## src/rtl/chip_pkg.sv

```systemverilog
/*
 * pad counts, MIO/DIO pad indices and the GPIO pad table
 * pad attribute struct, power-on constants and phase enum
 */
package chip_pkg;

  //////////////////////////////////////////////////
  // pad counts
  //////////////////////////////////////////////////
  localparam int NMioPads  = 47;
  localparam int NDioPads  = 16;
  localparam int GpioWidth = 32;

  // multiplexed pads, bottom row
  localparam int MioPadIob6  = 13;
  localparam int MioPadIob7  = 14;
  localparam int MioPadIob8  = 15;
  localparam int MioPadIob9  = 16;
  localparam int MioPadIob10 = 17;
  localparam int MioPadIob11 = 18;
  localparam int MioPadIob12 = 19;

  // multiplexed pads, right row
  localparam int MioPadIor5  = 37;
  localparam int MioPadIor6  = 38;
  localparam int MioPadIor7  = 39;
  localparam int MioPadIor10 = 40;
  localparam int MioPadIor11 = 41;
  localparam int MioPadIor12 = 42;
  localparam int MioPadIor13 = 43;

  // multiplexed pads, corner row (straps, uart, usb sense)
  localparam int MioPadIoc0 = 22;
  localparam int MioPadIoc1 = 23;
  localparam int MioPadIoc2 = 24;
  localparam int MioPadIoc3 = 25;
  localparam int MioPadIoc4 = 26;
  localparam int MioPadIoc5 = 27;
  localparam int MioPadIoc6 = 28;
  localparam int MioPadIoc7 = 29;
  localparam int MioPadIoc8 = 30;

  // gpio bit -> mio pad, only valid under the mask
  localparam int GpioPadIdx [GpioWidth] = '{
    MioPadIob6, MioPadIob7, MioPadIob8, MioPadIob9,
    MioPadIob10, MioPadIob11, MioPadIob12,
    MioPadIor5, MioPadIor6, MioPadIor7, MioPadIor10,
    MioPadIor11, MioPadIor12, MioPadIor13,
    0, 0, 0, 0, 0, 0, 0, 0,
    MioPadIoc0, MioPadIoc1, MioPadIoc2,
    0, 0,
    MioPadIoc5,
    0, 0,
    MioPadIoc8,
    0
  };

  // bits 0..13, 22..24, 27 and 30
  localparam logic [GpioWidth-1:0] GpioUsedMask = 32'h49C0_3FFF;

  // dedicated pads
  localparam int DioUsbDn  = 0;
  localparam int DioUsbDp  = 1;
  localparam int DioSpiSck = 12;
  localparam int DioSpiCsb = 13;
  localparam int DioSpiSd0 = 14;
  localparam int DioSpiSd1 = 15;

  typedef struct packed {
    logic pull_en;
    logic pull_select;
  } pad_attr_t;

  //////////////////////////////////////////////////
  // power-on sequence
  //////////////////////////////////////////////////
  localparam int PorCntMax      = 15;
  localparam int SupplyRiseCnt  = 4;
  localparam int SupplyDipStart = 8;
  localparam int SupplyDipEnd   = 12;
  localparam int MainPokDelay   = 8;

  typedef enum logic [1:0] {
    PHASE_RAMP,
    PHASE_FIRST_ON,
    PHASE_DIP,
    PHASE_STABLE
  } por_phase_e;

endpackage

```

## src/rtl/pad_drive_if.sv

```systemverilog
/*
 * pad-side drive values from the MIO and DIO maps to the output gate
 */
`timescale 1ns/1ps

interface pad_drive_if import chip_pkg::*; ();

  // gpio and uart, from the mio map
  logic [GpioWidth-1:0] gpio_d;
  logic [GpioWidth-1:0] gpio_en;
  logic [GpioWidth-1:0] gpio_pull_en;
  logic [GpioWidth-1:0] gpio_pull_sel;
  logic                 uart_tx;
  logic                 uart_tx_en;

  // spi and usb, from the dio map
  logic spi_sdo;
  logic spi_sdo_en;
  logic usb_dp;
  logic usb_dp_en;
  logic usb_dn;
  logic usb_dn_en;
  logic usb_d_en;

  modport mio_src (
    output gpio_d, gpio_en, gpio_pull_en, gpio_pull_sel, uart_tx, uart_tx_en
  );

  modport dio_src (
    output spi_sdo, spi_sdo_en, usb_dp, usb_dp_en, usb_dn, usb_dn_en, usb_d_en
  );

  modport gate (
    input gpio_d, gpio_en, gpio_pull_en, gpio_pull_sel, uart_tx, uart_tx_en,
    input spi_sdo, spi_sdo_en, usb_dp, usb_dp_en, usb_dn, usb_dn_en, usb_d_en
  );

endinterface

```

## src/rtl/mio_pad_map.sv

```systemverilog
/*
 * multiplexed pad routing for gpio, uart and usb sense, both directions
 */
`timescale 1ns/1ps

module mio_pad_map import chip_pkg::*; (
  input  logic      [NMioPads-1:0]  mio_out_i,
  input  logic      [NMioPads-1:0]  mio_oe_i,
  input  pad_attr_t [NMioPads-1:0]  mio_attr_i,
  input  logic      [GpioWidth-1:0] gpio_p2d_i,
  input  logic                      uart_rx_p2d_i,
  input  logic                      usb_sense_p2d_i,
  output logic      [NMioPads-1:0]  mio_in_o,
  pad_drive_if.mio_src              drive
);

  logic [GpioWidth-1:0] gpio_d;
  logic [GpioWidth-1:0] gpio_en;
  logic [GpioWidth-1:0] gpio_pull_en;
  logic [GpioWidth-1:0] gpio_pull_sel;

  // core -> pad, pulls collected in gpio bit order
  always_comb begin
    gpio_d        = '0;
    gpio_en       = '0;
    gpio_pull_en  = '0;
    gpio_pull_sel = '0;
    for (int i = 0; i < GpioWidth; i++) begin
      if (GpioUsedMask[i]) begin
        gpio_d[i]        = mio_out_i[GpioPadIdx[i]];
        gpio_en[i]       = mio_oe_i[GpioPadIdx[i]];
        gpio_pull_en[i]  = mio_attr_i[GpioPadIdx[i]].pull_en;
        gpio_pull_sel[i] = mio_attr_i[GpioPadIdx[i]].pull_select;
      end
    end
  end

  assign drive.gpio_d        = gpio_d;
  assign drive.gpio_en       = gpio_en;
  assign drive.gpio_pull_en  = gpio_pull_en;
  assign drive.gpio_pull_sel = gpio_pull_sel;

  assign drive.uart_tx    = mio_out_i[MioPadIoc4];
  assign drive.uart_tx_en = mio_oe_i[MioPadIoc4];

  // pad -> core, unrouted pads read 0
  always_comb begin
    mio_in_o = '0;
    for (int i = 0; i < GpioWidth; i++) begin
      if (GpioUsedMask[i]) begin
        mio_in_o[GpioPadIdx[i]] = gpio_p2d_i[i];
      end
    end
    mio_in_o[MioPadIoc3] = uart_rx_p2d_i;
    // vbus sense
    mio_in_o[MioPadIoc7] = usb_sense_p2d_i;
  end

endmodule

```

## src/rtl/dio_pad_map.sv

```systemverilog
/*
 * dedicated pad routing for spi device and usb, both directions
 */
`timescale 1ns/1ps

module dio_pad_map import chip_pkg::*; (
  input  logic [NDioPads-1:0] dio_out_i,
  input  logic [NDioPads-1:0] dio_oe_i,
  input  logic                usb_tx_d_i,
  input  logic                spi_sck_p2d_i,
  input  logic                spi_csb_p2d_i,
  input  logic                spi_sdi_p2d_i,
  input  logic                usb_dp_p2d_i,
  input  logic                usb_dn_p2d_i,
  input  logic                usb_d_p2d_i,
  output logic [NDioPads-1:0] dio_in_o,
  output logic                usb_rx_d_o,
  pad_drive_if.dio_src        drive
);

  // spi sdo rides on sd1
  assign drive.spi_sdo    = dio_out_i[DioSpiSd1];
  assign drive.spi_sdo_en = dio_oe_i[DioSpiSd1];

  assign drive.usb_dp    = dio_out_i[DioUsbDp];
  assign drive.usb_dp_en = dio_oe_i[DioUsbDp];
  assign drive.usb_dn    = dio_out_i[DioUsbDn];
  assign drive.usb_dn_en = dio_oe_i[DioUsbDn];

  // single-ended data shares the dp enable
  assign drive.usb_d_en = dio_oe_i[DioUsbDp];

  always_comb begin
    dio_in_o = '0;
    dio_in_o[DioSpiSck] = spi_sck_p2d_i;
    dio_in_o[DioSpiCsb] = spi_csb_p2d_i;
    dio_in_o[DioSpiSd0] = spi_sdi_p2d_i;
    dio_in_o[DioUsbDp]  = usb_dp_p2d_i;
    dio_in_o[DioUsbDn]  = usb_dn_p2d_i;
  end

  assign usb_rx_d_o = usb_d_p2d_i;

endmodule

```

## src/rtl/por_supply_seq.sv

```systemverilog
/*
 * fake supply ramp with a dip, always-on and main power-ok generation
 */
`timescale 1ns/1ps

module por_supply_seq import chip_pkg::*; (
  input  logic       clk_aon,
  input  logic       arst_n_i,
  output logic       main_pok_o,
  output logic [1:0] por_n_o
);

  logic [3:0] supply_cnt;
  por_phase_e phase;
  logic       supply_on;
  logic       aon_pok;
  logic [3:0] settle_cnt;

  // count up and stick at the top
  always_ff @(posedge clk_aon or negedge arst_n_i) begin
    if (!arst_n_i) begin
      supply_cnt <= '0;
    end else if (supply_cnt < 4'(PorCntMax)) begin
      supply_cnt <= supply_cnt + 4'd1;
    end
  end

  always_comb begin
    if (supply_cnt < 4'(SupplyRiseCnt)) begin
      phase = PHASE_RAMP;
    end else if (supply_cnt < 4'(SupplyDipStart)) begin
      phase = PHASE_FIRST_ON;
    end else if (supply_cnt < 4'(SupplyDipEnd)) begin
      phase = PHASE_DIP;
    end else begin
      phase = PHASE_STABLE;
    end
  end

  assign supply_on = (phase == PHASE_FIRST_ON) || (phase == PHASE_STABLE);

  //////////////////////////////////////////////////
  // pok generation
  //////////////////////////////////////////////////
  // settle count restarts on any aon drop
  always_ff @(posedge clk_aon or negedge arst_n_i) begin
    if (!arst_n_i) begin
      aon_pok    <= 1'b0;
      settle_cnt <= '0;
    end else begin
      aon_pok <= supply_on;
      if (!aon_pok) begin
        settle_cnt <= '0;
      end else if (settle_cnt < 4'(MainPokDelay)) begin
        settle_cnt <= settle_cnt + 4'd1;
      end
    end
  end

  // main drops in the same cycle as aon
  assign main_pok_o = aon_pok && (settle_cnt >= 4'(MainPokDelay));
  assign por_n_o    = {main_pok_o, aon_pok};

endmodule

```

## src/rtl/pad_output_gate.sv

```systemverilog
/*
 * holds every pad drive, enable and pull at 0 until main power is ok
 */
`timescale 1ns/1ps

module pad_output_gate import chip_pkg::*; (
  input  logic                 main_pok_i,
  pad_drive_if.gate            drive,
  output logic [GpioWidth-1:0] gpio_d2p_o,
  output logic [GpioWidth-1:0] gpio_en_d2p_o,
  output logic [GpioWidth-1:0] gpio_pull_en_o,
  output logic [GpioWidth-1:0] gpio_pull_select_o,
  output logic                 uart_tx_d2p_o,
  output logic                 uart_tx_en_d2p_o,
  output logic                 spi_sdo_d2p_o,
  output logic                 spi_sdo_en_d2p_o,
  output logic                 usb_dp_d2p_o,
  output logic                 usb_dp_en_d2p_o,
  output logic                 usb_dn_d2p_o,
  output logic                 usb_dn_en_d2p_o,
  output logic                 usb_d_d2p_o,
  output logic                 usb_d_en_d2p_o,
  input  logic                 usb_tx_d_i
);

  logic [GpioWidth-1:0] gpio_keep;

  assign gpio_keep = {GpioWidth{main_pok_i}};

  // gpio pads
  assign gpio_d2p_o         = gpio_keep & drive.gpio_d;
  assign gpio_en_d2p_o      = gpio_keep & drive.gpio_en;
  assign gpio_pull_en_o     = gpio_keep & drive.gpio_pull_en;
  assign gpio_pull_select_o = gpio_keep & drive.gpio_pull_sel;

  // uart and spi
  assign uart_tx_d2p_o    = main_pok_i & drive.uart_tx;
  assign uart_tx_en_d2p_o = main_pok_i & drive.uart_tx_en;
  assign spi_sdo_d2p_o    = main_pok_i & drive.spi_sdo;
  assign spi_sdo_en_d2p_o = main_pok_i & drive.spi_sdo_en;

  // usb differential and single-ended
  assign usb_dp_d2p_o    = main_pok_i & drive.usb_dp;
  assign usb_dp_en_d2p_o = main_pok_i & drive.usb_dp_en;
  assign usb_dn_d2p_o    = main_pok_i & drive.usb_dn;
  assign usb_dn_en_d2p_o = main_pok_i & drive.usb_dn_en;
  assign usb_d_d2p_o     = main_pok_i & usb_tx_d_i;
  assign usb_d_en_d2p_o  = main_pok_i & drive.usb_d_en;

endmodule

```

## src/rtl/chip_padring.sv

```systemverilog
/*
 * chip pad ring top: mio and dio maps, power-on sequencer, output gate
 */
`timescale 1ns/1ps

module chip_padring import chip_pkg::*; (
  input  logic                      clk_aon,
  input  logic                      arst_n_i,

  // core side, multiplexed pads
  input  logic      [NMioPads-1:0]  mio_out_i,
  input  logic      [NMioPads-1:0]  mio_oe_i,
  input  pad_attr_t [NMioPads-1:0]  mio_attr_i,
  output logic      [NMioPads-1:0]  mio_in_o,

  // core side, dedicated pads
  input  logic      [NDioPads-1:0]  dio_out_i,
  input  logic      [NDioPads-1:0]  dio_oe_i,
  output logic      [NDioPads-1:0]  dio_in_o,
  input  logic                      usb_tx_d_i,
  output logic                      usb_rx_d_o,

  // gpio pads
  input  logic      [GpioWidth-1:0] gpio_p2d_i,
  output logic      [GpioWidth-1:0] gpio_d2p_o,
  output logic      [GpioWidth-1:0] gpio_en_d2p_o,
  output logic      [GpioWidth-1:0] gpio_pull_en_o,
  output logic      [GpioWidth-1:0] gpio_pull_select_o,

  // uart pads
  input  logic                      uart_rx_p2d_i,
  output logic                      uart_tx_d2p_o,
  output logic                      uart_tx_en_d2p_o,

  // spi device pads
  input  logic                      spi_sck_p2d_i,
  input  logic                      spi_csb_p2d_i,
  input  logic                      spi_sdi_p2d_i,
  output logic                      spi_sdo_d2p_o,
  output logic                      spi_sdo_en_d2p_o,

  // usb pads
  input  logic                      usb_sense_p2d_i,
  input  logic                      usb_dp_p2d_i,
  input  logic                      usb_dn_p2d_i,
  input  logic                      usb_d_p2d_i,
  output logic                      usb_dp_d2p_o,
  output logic                      usb_dp_en_d2p_o,
  output logic                      usb_dn_d2p_o,
  output logic                      usb_dn_en_d2p_o,
  output logic                      usb_d_d2p_o,
  output logic                      usb_d_en_d2p_o,

  // {main_pok, aon_pok}
  output logic      [1:0]           por_n_o
);

  logic        main_pok;
  pad_drive_if pad_drive ();

  //////////////////////////////////////////////////
  // pad maps
  //////////////////////////////////////////////////
  mio_pad_map u_mio_map (
    .mio_out_i       (mio_out_i),
    .mio_oe_i        (mio_oe_i),
    .mio_attr_i      (mio_attr_i),
    .gpio_p2d_i      (gpio_p2d_i),
    .uart_rx_p2d_i   (uart_rx_p2d_i),
    .usb_sense_p2d_i (usb_sense_p2d_i),
    .mio_in_o        (mio_in_o),
    .drive           (pad_drive.mio_src)
  );

  dio_pad_map u_dio_map (
    .dio_out_i     (dio_out_i),
    .dio_oe_i      (dio_oe_i),
    .usb_tx_d_i    (usb_tx_d_i),
    .spi_sck_p2d_i (spi_sck_p2d_i),
    .spi_csb_p2d_i (spi_csb_p2d_i),
    .spi_sdi_p2d_i (spi_sdi_p2d_i),
    .usb_dp_p2d_i  (usb_dp_p2d_i),
    .usb_dn_p2d_i  (usb_dn_p2d_i),
    .usb_d_p2d_i   (usb_d_p2d_i),
    .dio_in_o      (dio_in_o),
    .usb_rx_d_o    (usb_rx_d_o),
    .drive         (pad_drive.dio_src)
  );

  //////////////////////////////////////////////////
  // power-on and output gating
  //////////////////////////////////////////////////
  por_supply_seq u_por_seq (
    .clk_aon    (clk_aon),
    .arst_n_i   (arst_n_i),
    .main_pok_o (main_pok),
    .por_n_o    (por_n_o)
  );

  pad_output_gate u_out_gate (
    .main_pok_i         (main_pok),
    .drive              (pad_drive.gate),
    .gpio_d2p_o         (gpio_d2p_o),
    .gpio_en_d2p_o      (gpio_en_d2p_o),
    .gpio_pull_en_o     (gpio_pull_en_o),
    .gpio_pull_select_o (gpio_pull_select_o),
    .uart_tx_d2p_o      (uart_tx_d2p_o),
    .uart_tx_en_d2p_o   (uart_tx_en_d2p_o),
    .spi_sdo_d2p_o      (spi_sdo_d2p_o),
    .spi_sdo_en_d2p_o   (spi_sdo_en_d2p_o),
    .usb_dp_d2p_o       (usb_dp_d2p_o),
    .usb_dp_en_d2p_o    (usb_dp_en_d2p_o),
    .usb_dn_d2p_o       (usb_dn_d2p_o),
    .usb_dn_en_d2p_o    (usb_dn_en_d2p_o),
    .usb_d_d2p_o        (usb_d_d2p_o),
    .usb_d_en_d2p_o     (usb_d_en_d2p_o),
    .usb_tx_d_i         (usb_tx_d_i)
  );

endmodule

```

## config.mk

```make
export PLATFORM = sky130hd
export DESIGN_NAME = chip_padring
export DESIGN_NICKNAME = d
export VERILOG_FILES = /design/src/rtl/chip_pkg.sv /design/src/rtl/pad_drive_if.sv /design/src/rtl/mio_pad_map.sv /design/src/rtl/dio_pad_map.sv /design/src/rtl/por_supply_seq.sv /design/src/rtl/pad_output_gate.sv /design/src/rtl/chip_padring.sv
export SDC_FILE = /design/constraint.sdc
export NUM_CORES = 1
export LEC_CHECK = 0
export BUFFER_PORTS_ARGS = -buffer_cell sky130_fd_sc_hd__clkbuf_2
export CORE_AREA = 2 2 184 186
export CTS_BUF_LIST = sky130_fd_sc_hd__clkbuf_8
export CTS_CLUSTER_SIZE = 20
export DETAILED_ROUTE_END_ITERATION = 7
export DIE_AREA = 0 0 186 188
export HOLD_SLACK_MARGIN = 0.15
export SETUP_SLACK_MARGIN = 0.2
export SYNTH_ARGS = -nofsm -noshare
export SYNTH_HDL_FRONTEND = slang
export SYNTH_SLANG_ARGS = --single-unit
```

## constraint.sdc

```tcl
create_clock -name clk_aon -period 2.1 [get_ports clk_aon]
set_input_delay 0.42 -clock clk_aon [delete_from_list [all_inputs] [get_ports clk_aon]]
set_output_delay 0.42 -clock clk_aon [all_outputs]
set_load 0.02 [all_outputs]
```

==> impl_metrics.json, run 1 <==
{
  "cts_setup_buffers": 0,
  "die_area_sq_um": 34970,
  "grt_max_degree": 70,
  "yosysWarnings": 0,
  "fin_cells": 843,
  "clk_latency_ps": 220,
  "post-place-cells": 835,
  "drv_slew": 0,
  "numPortBuffers": 174,
  "fin_crit_ps": 1707,
  "row_count": 67,
  "clk_path_buf_depth": 2,
  "first_pass_iters": 4,
  "hold_class": "flip-flop to flip-flop",
  "register_area_sq_um": 227.7,
  "worstPathRequired_ps": 1680,
  "outcome": "finished, final reports clean",
  "track_usage_pct": 3.067,
  "fin_util_pct": 8.558,
  "cts_root_buffer": "clkbuf_8",
  "ys.flop_type": "dfrtp_1",
  "critPathKind": "flip-flop to output pin",
  "seq_area_frac_synth_pct": 11.42,
  "hold_viol_final": 0,
  "grt_overflow": 0,
  "layout-drive-gt1-share_pct": 47.45,
  "clkSlewWorstSetupHoldPaths_ps": 40,
  "cp-start-kind": "flip-flop",
  "cp_num_buf_inv": 2,
  "routed_wl_um": 6239,
  "vias_per_cell": 2.263,
  "grt_pass1_vias": 1544,
  "yosys-top-cells-count": "119 x buf_4, 85 x and3_1, 9 x buf_2, 9 x dfrtp_1, 7 x clkbuf_2",
  "peakVddDrop_mv": 0.2269,
  "crit_path_end_kind": "output pin",
  "syn_area_sq_um": 1972,
  "power.leakage_uw": 0.001634,
  "start_util_pct": 5.955,
  "timing.setup.tns_ps": 0,
  "worst_ep_arrival_time_ps": 1290,
  "fmax_ghz": 0.5857,
  "skew_ps": 2.496,
  "multi_input_area_sq_um": 1046,
  "synth.largest_area_cell": "buf_4",
  "core_sq_um": 33110,
  "ys_ff_latch": 9,
  "cts_tree": "done",
  "cts_sinks": 9,
  "final_nets": 659,
  "die_width_um": 186,
  "antenna_left": 0,
  "synth.most_common_cell": "buf_4",
  "ys_async_sr_fraction_pct": 100.0,
  "antenna_found_initial": 1,
  "critPathTopFamily": "buffers and inverters",
  "synth_cell_types": 25,
  "powerDensity_nw_per_um2": 297.6,
  "setup_viol": 0,
  "synthToLayoutAreaGrowth_pct": 43.72,
  "max-cap-violations": 0,
  "crit_path_top_delay_cell": "dfrtp_2",
  "dpl_worst_slack_ps": 615.5,
  "cts_buffers": 3,
  "cpPeakStageDelay_ps": 380,
  "synth.avg_cell_area_sq_um": 7.584,
  "syn_inst": 260,
  "htree_levels": 1,
  "period_share_pct": 81.30,
  "dp_hpwl_um": 5239,
  "grt_pass1_wl_um": 8190,
  "synthTopCellsByArea": "buf_4 45%, and3_1 27%, dfrtp_1 11%",
  "wl_per_cell_um": 7.401,
  "drcViolationCount": 0,
  "drt_iter0_markers": 33,
  "postCtsResizedCells": 0,
  "grt_setup_unrepaired": "no",
  "routabilityCongestion": 0.7016,
  "setup_ws_ps": 392.6,
  "synth_edf_count": 0,
  "via_count": 1908,
  "path_max_fanout": 68,
  "cp_cell_sequence": "buf_12, and3_1, clkbuf_2",
  "synth_top_area_share_pct": 45.30,
  "ios": 467,
  "die_y_um": 188,
  "nFillCells": 3908
}
## where the power goes
group | switching [uW] | internal [uW]
logic | 326 | 156
registers | 0 | 174
clock network | 60.5 | 127
## stage by stage
stage | hold WS [ps] | instance area, sq um | power [uW]
finish | 471.4 | 2834 | 843.4
global route | 497.4 | 2826 | 908.1
CTS | 476.2 | 2826 | 855.4
detailed placement | 296.1 | 2771 | 658.3
global placement | 291.2 | 2771 | 658.1
floorplan | 124.4 | 2302 | 696.9
## flip-flops by register name, indices dropped and copies added, names as in the netlist
signal                cells
u_por_seq.settle_cnt      4
u_por_seq.supply_cnt      4
u_por_seq.aon_pok         1
## per-layer routing
metal	vias up	share of wire (%)	global-route usage [%]
met5	-	0	0
met2	158	50	5.848
met4	0	2.7	1.090
li1	912	-	-
met1	816	36	2.998
met3	22	11	1.088
## path summary, 6_finish.rpt
check                      depth (start not counted)  slack (ps)                    start                 endpoint
max in group asynchronous                          2        1310                 arst_n_i        u_por_seq.aon_pok
hold reg to reg                                    0         470  u_por_seq.supply_cnt[2]        u_por_seq.aon_pok
setup reg to reg                                   3         930  u_por_seq.supply_cnt[0]  u_por_seq.supply_cnt[1]
hold / removal                                     0         470  u_por_seq.supply_cnt[2]        u_por_seq.aon_pok
setup / recovery                                   3         390  u_por_seq.settle_cnt[3]         gpio_en_d2p_o[0]
min in group asynchronous                          2         580                 arst_n_i  u_por_seq.settle_cnt[0]
## kinds of logic (layout without fill, tap and decap cells)
group | count (synthesis) | in the layout | share of synthesized area (%)
simple gates | 98 | 98 | 31.03
flops | 9 | 9 | 11.42
fa+ha+maj | 3 | 3 | 1.904
mux | 2 | 2 | 1.269
compound gates | 2 | 2 | 0.5710
xor+xnor | 3 | 3 | 1.333
buf+inv | 142 | 186 | 52.28
other cells | 1 | 92 | 0.1902
## worst register-to-register path, stage by stage, from the launching register on
cell,delay [ps]
dfrtp_1,390
ha_1,260
nand3_2,100
mux2_4,300
## cell usage in the layout, fill, tap and decap left out, types with 2 or more instances in the layout
cell,n
dfrtp_2,2
inv_1,4
buf_12,2
clkbuf_2,174
clkbuf_8,3
conb_1,89
nor2_1,3
diode_2,3
nor2b_1,2
ha_1,3
dfrtp_1,7
buf_4,2
and2_1,3
xnor2_1,2
and3_1,85
## layout make-up
cell class | instances | share of cell area [%]
diodes | 3 | 0.2649
clock buffers | 3 | 1.457
clock inverters | 1 | 0.1325
inverters | 3 | 0.3974
multi-input cells | 197 | 36.91
flip-flops and latches | 9 | 8.035
well taps | 448 | 19.78
repair buffers | 179 | 33.02
## timing repair
item	in CTS	in global routing
setup endpoints to repair	0	0
hold endpoints to repair	9	0
hold buffers	1	0
No activity file was read; power rests on OpenSTA's default activity.
==> inputs of run 2 (changes only) <==
--- a/config.mk
+++ b/config.mk
@@ -5,12 +5,13 @@
 export SDC_FILE = /design/constraint.sdc
 export NUM_CORES = 1
 export LEC_CHECK = 0
+export ABC_AREA = 1
 export BUFFER_PORTS_ARGS = -buffer_cell sky130_fd_sc_hd__clkbuf_2
-export CORE_AREA = 2 2 184 186
+export CORE_AREA = 2 2 180 182
 export CTS_BUF_LIST = sky130_fd_sc_hd__clkbuf_8
 export CTS_CLUSTER_SIZE = 20
 export DETAILED_ROUTE_END_ITERATION = 7
-export DIE_AREA = 0 0 186 188
+export DIE_AREA = 0 0 182 184
 export HOLD_SLACK_MARGIN = 0.15
 export SETUP_SLACK_MARGIN = 0.2
 export SYNTH_ARGS = -nofsm -noshare
==> constraint.sdc (replaced) <==
create_clock -name clk_aon -period 1.8 [get_ports clk_aon]
set_input_delay 0.36 -clock clk_aon [delete_from_list [all_inputs] [get_ports clk_aon]]
set_output_delay 0.36 -clock clk_aon [all_outputs]
set_load 0.02 [all_outputs]
==> run 2 against run 1 <==
Non-clock buffer count grew 1. Combinational power grew 30%. Die area is 4.2% lower. Global-route usage about the same. Total power is 25% higher. Clock-buffer cell count stayed put. Sequential share of layout area is 0.71 points lower.
==> impl_metrics.json, run 2 <==
{
  "synth_cell_types": 15,
  "grt_pass1_wl_um": 7914,
  "hold_start": "u_por_seq.supply_cnt[2]",
  "peakVddDrop_mv": 0.3562,
  "ys_async_sr_fraction_pct": 100.0,
  "grt_overflow": 0,
  "critPathKind": "flip-flop to output pin",
  "grt_setup_unrepaired": "yes",
  "first_pass_iters": 4,
  "power.leakage_uw": 0.001945,
  "wl_per_cell_um": 7.557,
  "diodes": 0,
  "synthTopCellsByArea": "buf_4 44%, inv_1 17%, nor2_1 15%",
  "antenna_found_initial": 0,
  "start_util_pct": 6.457,
  "synth.largest_area_cell": "buf_4",
  "layout-drive-gt1-share_pct": 41.34,
  "synth.avg_cell_area_sq_um": 5.825,
  "fin_crit_ps": 1595,
  "final_common_cell": "clkbuf_2",
  "crit_start": "u_por_seq.settle_cnt[3]",
  "post-place-cells": 885,
  "powerDensity_nw_per_um2": 339.3,
  "yosysWarnings": 0,
  "wl_met3_um": 749,
  "ios": 467,
  "setup_viol": 0,
  "die_width_um": 182,
  "htree_levels": 1,
  "yosys-top-cells-count": "119 x buf_4, 92 x inv_1, 80 x nor2_1",
  "worst_ep_arrival_time_ps": 1240,
  "fin_cells": 893,
  "outcome": "finished, final reports clean",
  "syn_inst": 348,
  "die_y_um": 184,
  "cts_sinks": 9,
  "antenna_left": 0,
  "drcViolationCount": 0,
  "nFillCells": 3676,
  "ff2ff_path_depth": 5,
  "hold_path_end": "u_por_seq.aon_pok",
  "hold_depth": 0,
  "ys.flop_type": "dfrtp_1",
  "synth.most_common_cell": "buf_4",
  "drt-met1-wl_um": 2384,
  "grt_pass1_vias": 1525,
  "drv_slew": 0,
  "via_count": 2074,
  "register_area_sq_um": 227.7,
  "fmax_ghz": 0.6268,
  "numPortBuffers": 174,
  "dp_hpwl_um": 5293,
  "die_area_sq_um": 33490,
  "synth_top_area_share_pct": 44.07,
  "synthToLayoutAreaGrowth_pct": 53.39,
  "crit_path_end_kind": "output pin",
  "cts_tree": "done",
  "setup_ws_ps": 204.5,
  "top_regs": "u_por_seq.settle_cnt x4, u_por_seq.supply_cnt x4, u_por_seq.aon_pok x1",
  "row_count": 65,
  "fin_util_pct": 9.904,
  "grt_max_degree": 43,
  "syn_area_sq_um": 2027,
  "met2_wirelength_um": 3414,
  "hold_viol_final": 0,
  "reg2reg_from": "u_por_seq.supply_cnt[0]",
  "dpl_worst_slack_ps": 128.1,
  "hold_class": "flip-flop to flip-flop",
  "vias_per_cell": 2.323,
  "timing.setup.tns_ps": 0,
  "clk_path_buf_depth": 2,
  "skew_ps": 0.4267,
  "r2r-end": "u_por_seq.supply_cnt[0]",
  "ys_ff_latch": 9,
  "core_sq_um": 31390,
  "path_max_fanout": 24,
  "cts_buffers": 3,
  "routed_wl_um": 6748,
  "max-cap-violations": 0,
  "track_usage_pct": 3.036,
  "routabilityCongestion": 0.6731,
  "synth_edf_count": 0,
  "cp-start-kind": "flip-flop",
  "final_nets": 758,
  "final_cell_mix": "101 x clkbuf_2, 93 x inv_1, 89 x conb_1",
  "drt_iter0_markers": 31,
  "period_share_pct": 88.64,
  "clkSlewWorstSetupHoldPaths_ps": 40,
  "clk_latency_ps": 230,
  "rrSetupSlack_ps": 770,
  "seq_area_frac_synth_pct": 11.11,
  "worstPathRequired_ps": 1440,
  "multi_input_area_sq_um": 879.6,
  "highest_layer": "met4",
  "cts_root_buffer": "clkbuf_8"
}
==> run 2: changes by cell type in the layout (fill, tap and decap cells not counted), moves of 17 or more <==
| cell | delta |
|---|---|
| inv_1 | +89 |
| buf_2 | +22 |
| clkbuf_2 | -73 |
| nor2_2 | +17 |
| and3_1 | -85 |
| nor2_1 | +68 |
| buf_4 | +48 |
==> run 2: worst max path at each step <==
stage | end | cells past startpoint | slack [ps]
after detailed placement | gpio_pull_select_o[2] | 4 | 130
after global routing | gpio_en_d2p_o[10] | 4 | 130
after floorplan | usb_dp_en_d2p_o | 4 | 230
after CTS | gpio_d2p_o[13] | 4 | 140
after global placement | gpio_pull_select_o[2] | 4 | 150
final | gpio_en_d2p_o[10] | 4 | 200
==> run 2: layout make-up <==
class / count / area share [%]
repair buffers: 180 / 35.65
multi-input cells: 206 / 28.29
well taps: 402 / 16.18
inverters: 92 / 11.11
flip-flops and latches: 9 / 7.324
clock buffers: 3 / 1.328
clock inverters: 1 / 0.1207
==> run 2: cell families (layout without fill, tap and decap cells) <==
family          count (synthesis)  in the layout  synth area share [%]
compound gates                  5              5                 1.234
fa+ha+maj                       3              3                 1.852
buf+inv                       221            276                 63.83
flops                           9              9                 11.11
other cells                     1             89                0.1850
simple gates                  109            109                 21.79
==> run 2: what timing repair did <==
action | 4_1_cts | 5_1_grt
cloned | 1 | 1
resized for setup | 14 | 126
buffers inserted | 1 | 0
hold endpoints to repair | 9 | 0
hold buffers | 1 | 0
setup endpoints to repair | 87 | 78
==> run 2: through the flow <==
step / cell area [sq um] / power (uW) / hold slack (ps)
global route: 3109 / 1124 / 516.6
CTS: 2942 / 1024 / 487.0
floorplan: 2357 / 823.9 / 64.41
detailed placement: 2815 / 785.5 / 228.7
finish: 3109 / 1055 / 490.7
global placement: 2815 / 784.0 / 223.8
==> run 2: critical path, cell delays in order, from the launching register on <==
cell and delay, ps:
dfrtp_2 430, nand2_8 140, buf_12 190, nor2_1 70, buf_4 160
==> run 2: power breakdown <==
| part | internal (uW) | switching [uW] |
|---|---|---|
| logic | 209 | 416 |
| registers | 203 | 0 |
| clock network | 148 | 78.5 |
| total | 561 | 494 |
==> run 2: routing by layer <==
metal	up-vias	track usage [%]
li1	1034	-
met1	875	3.223
met2	147	5.603
met3	18	1.149
met4	0	0.8387
met5	-	0
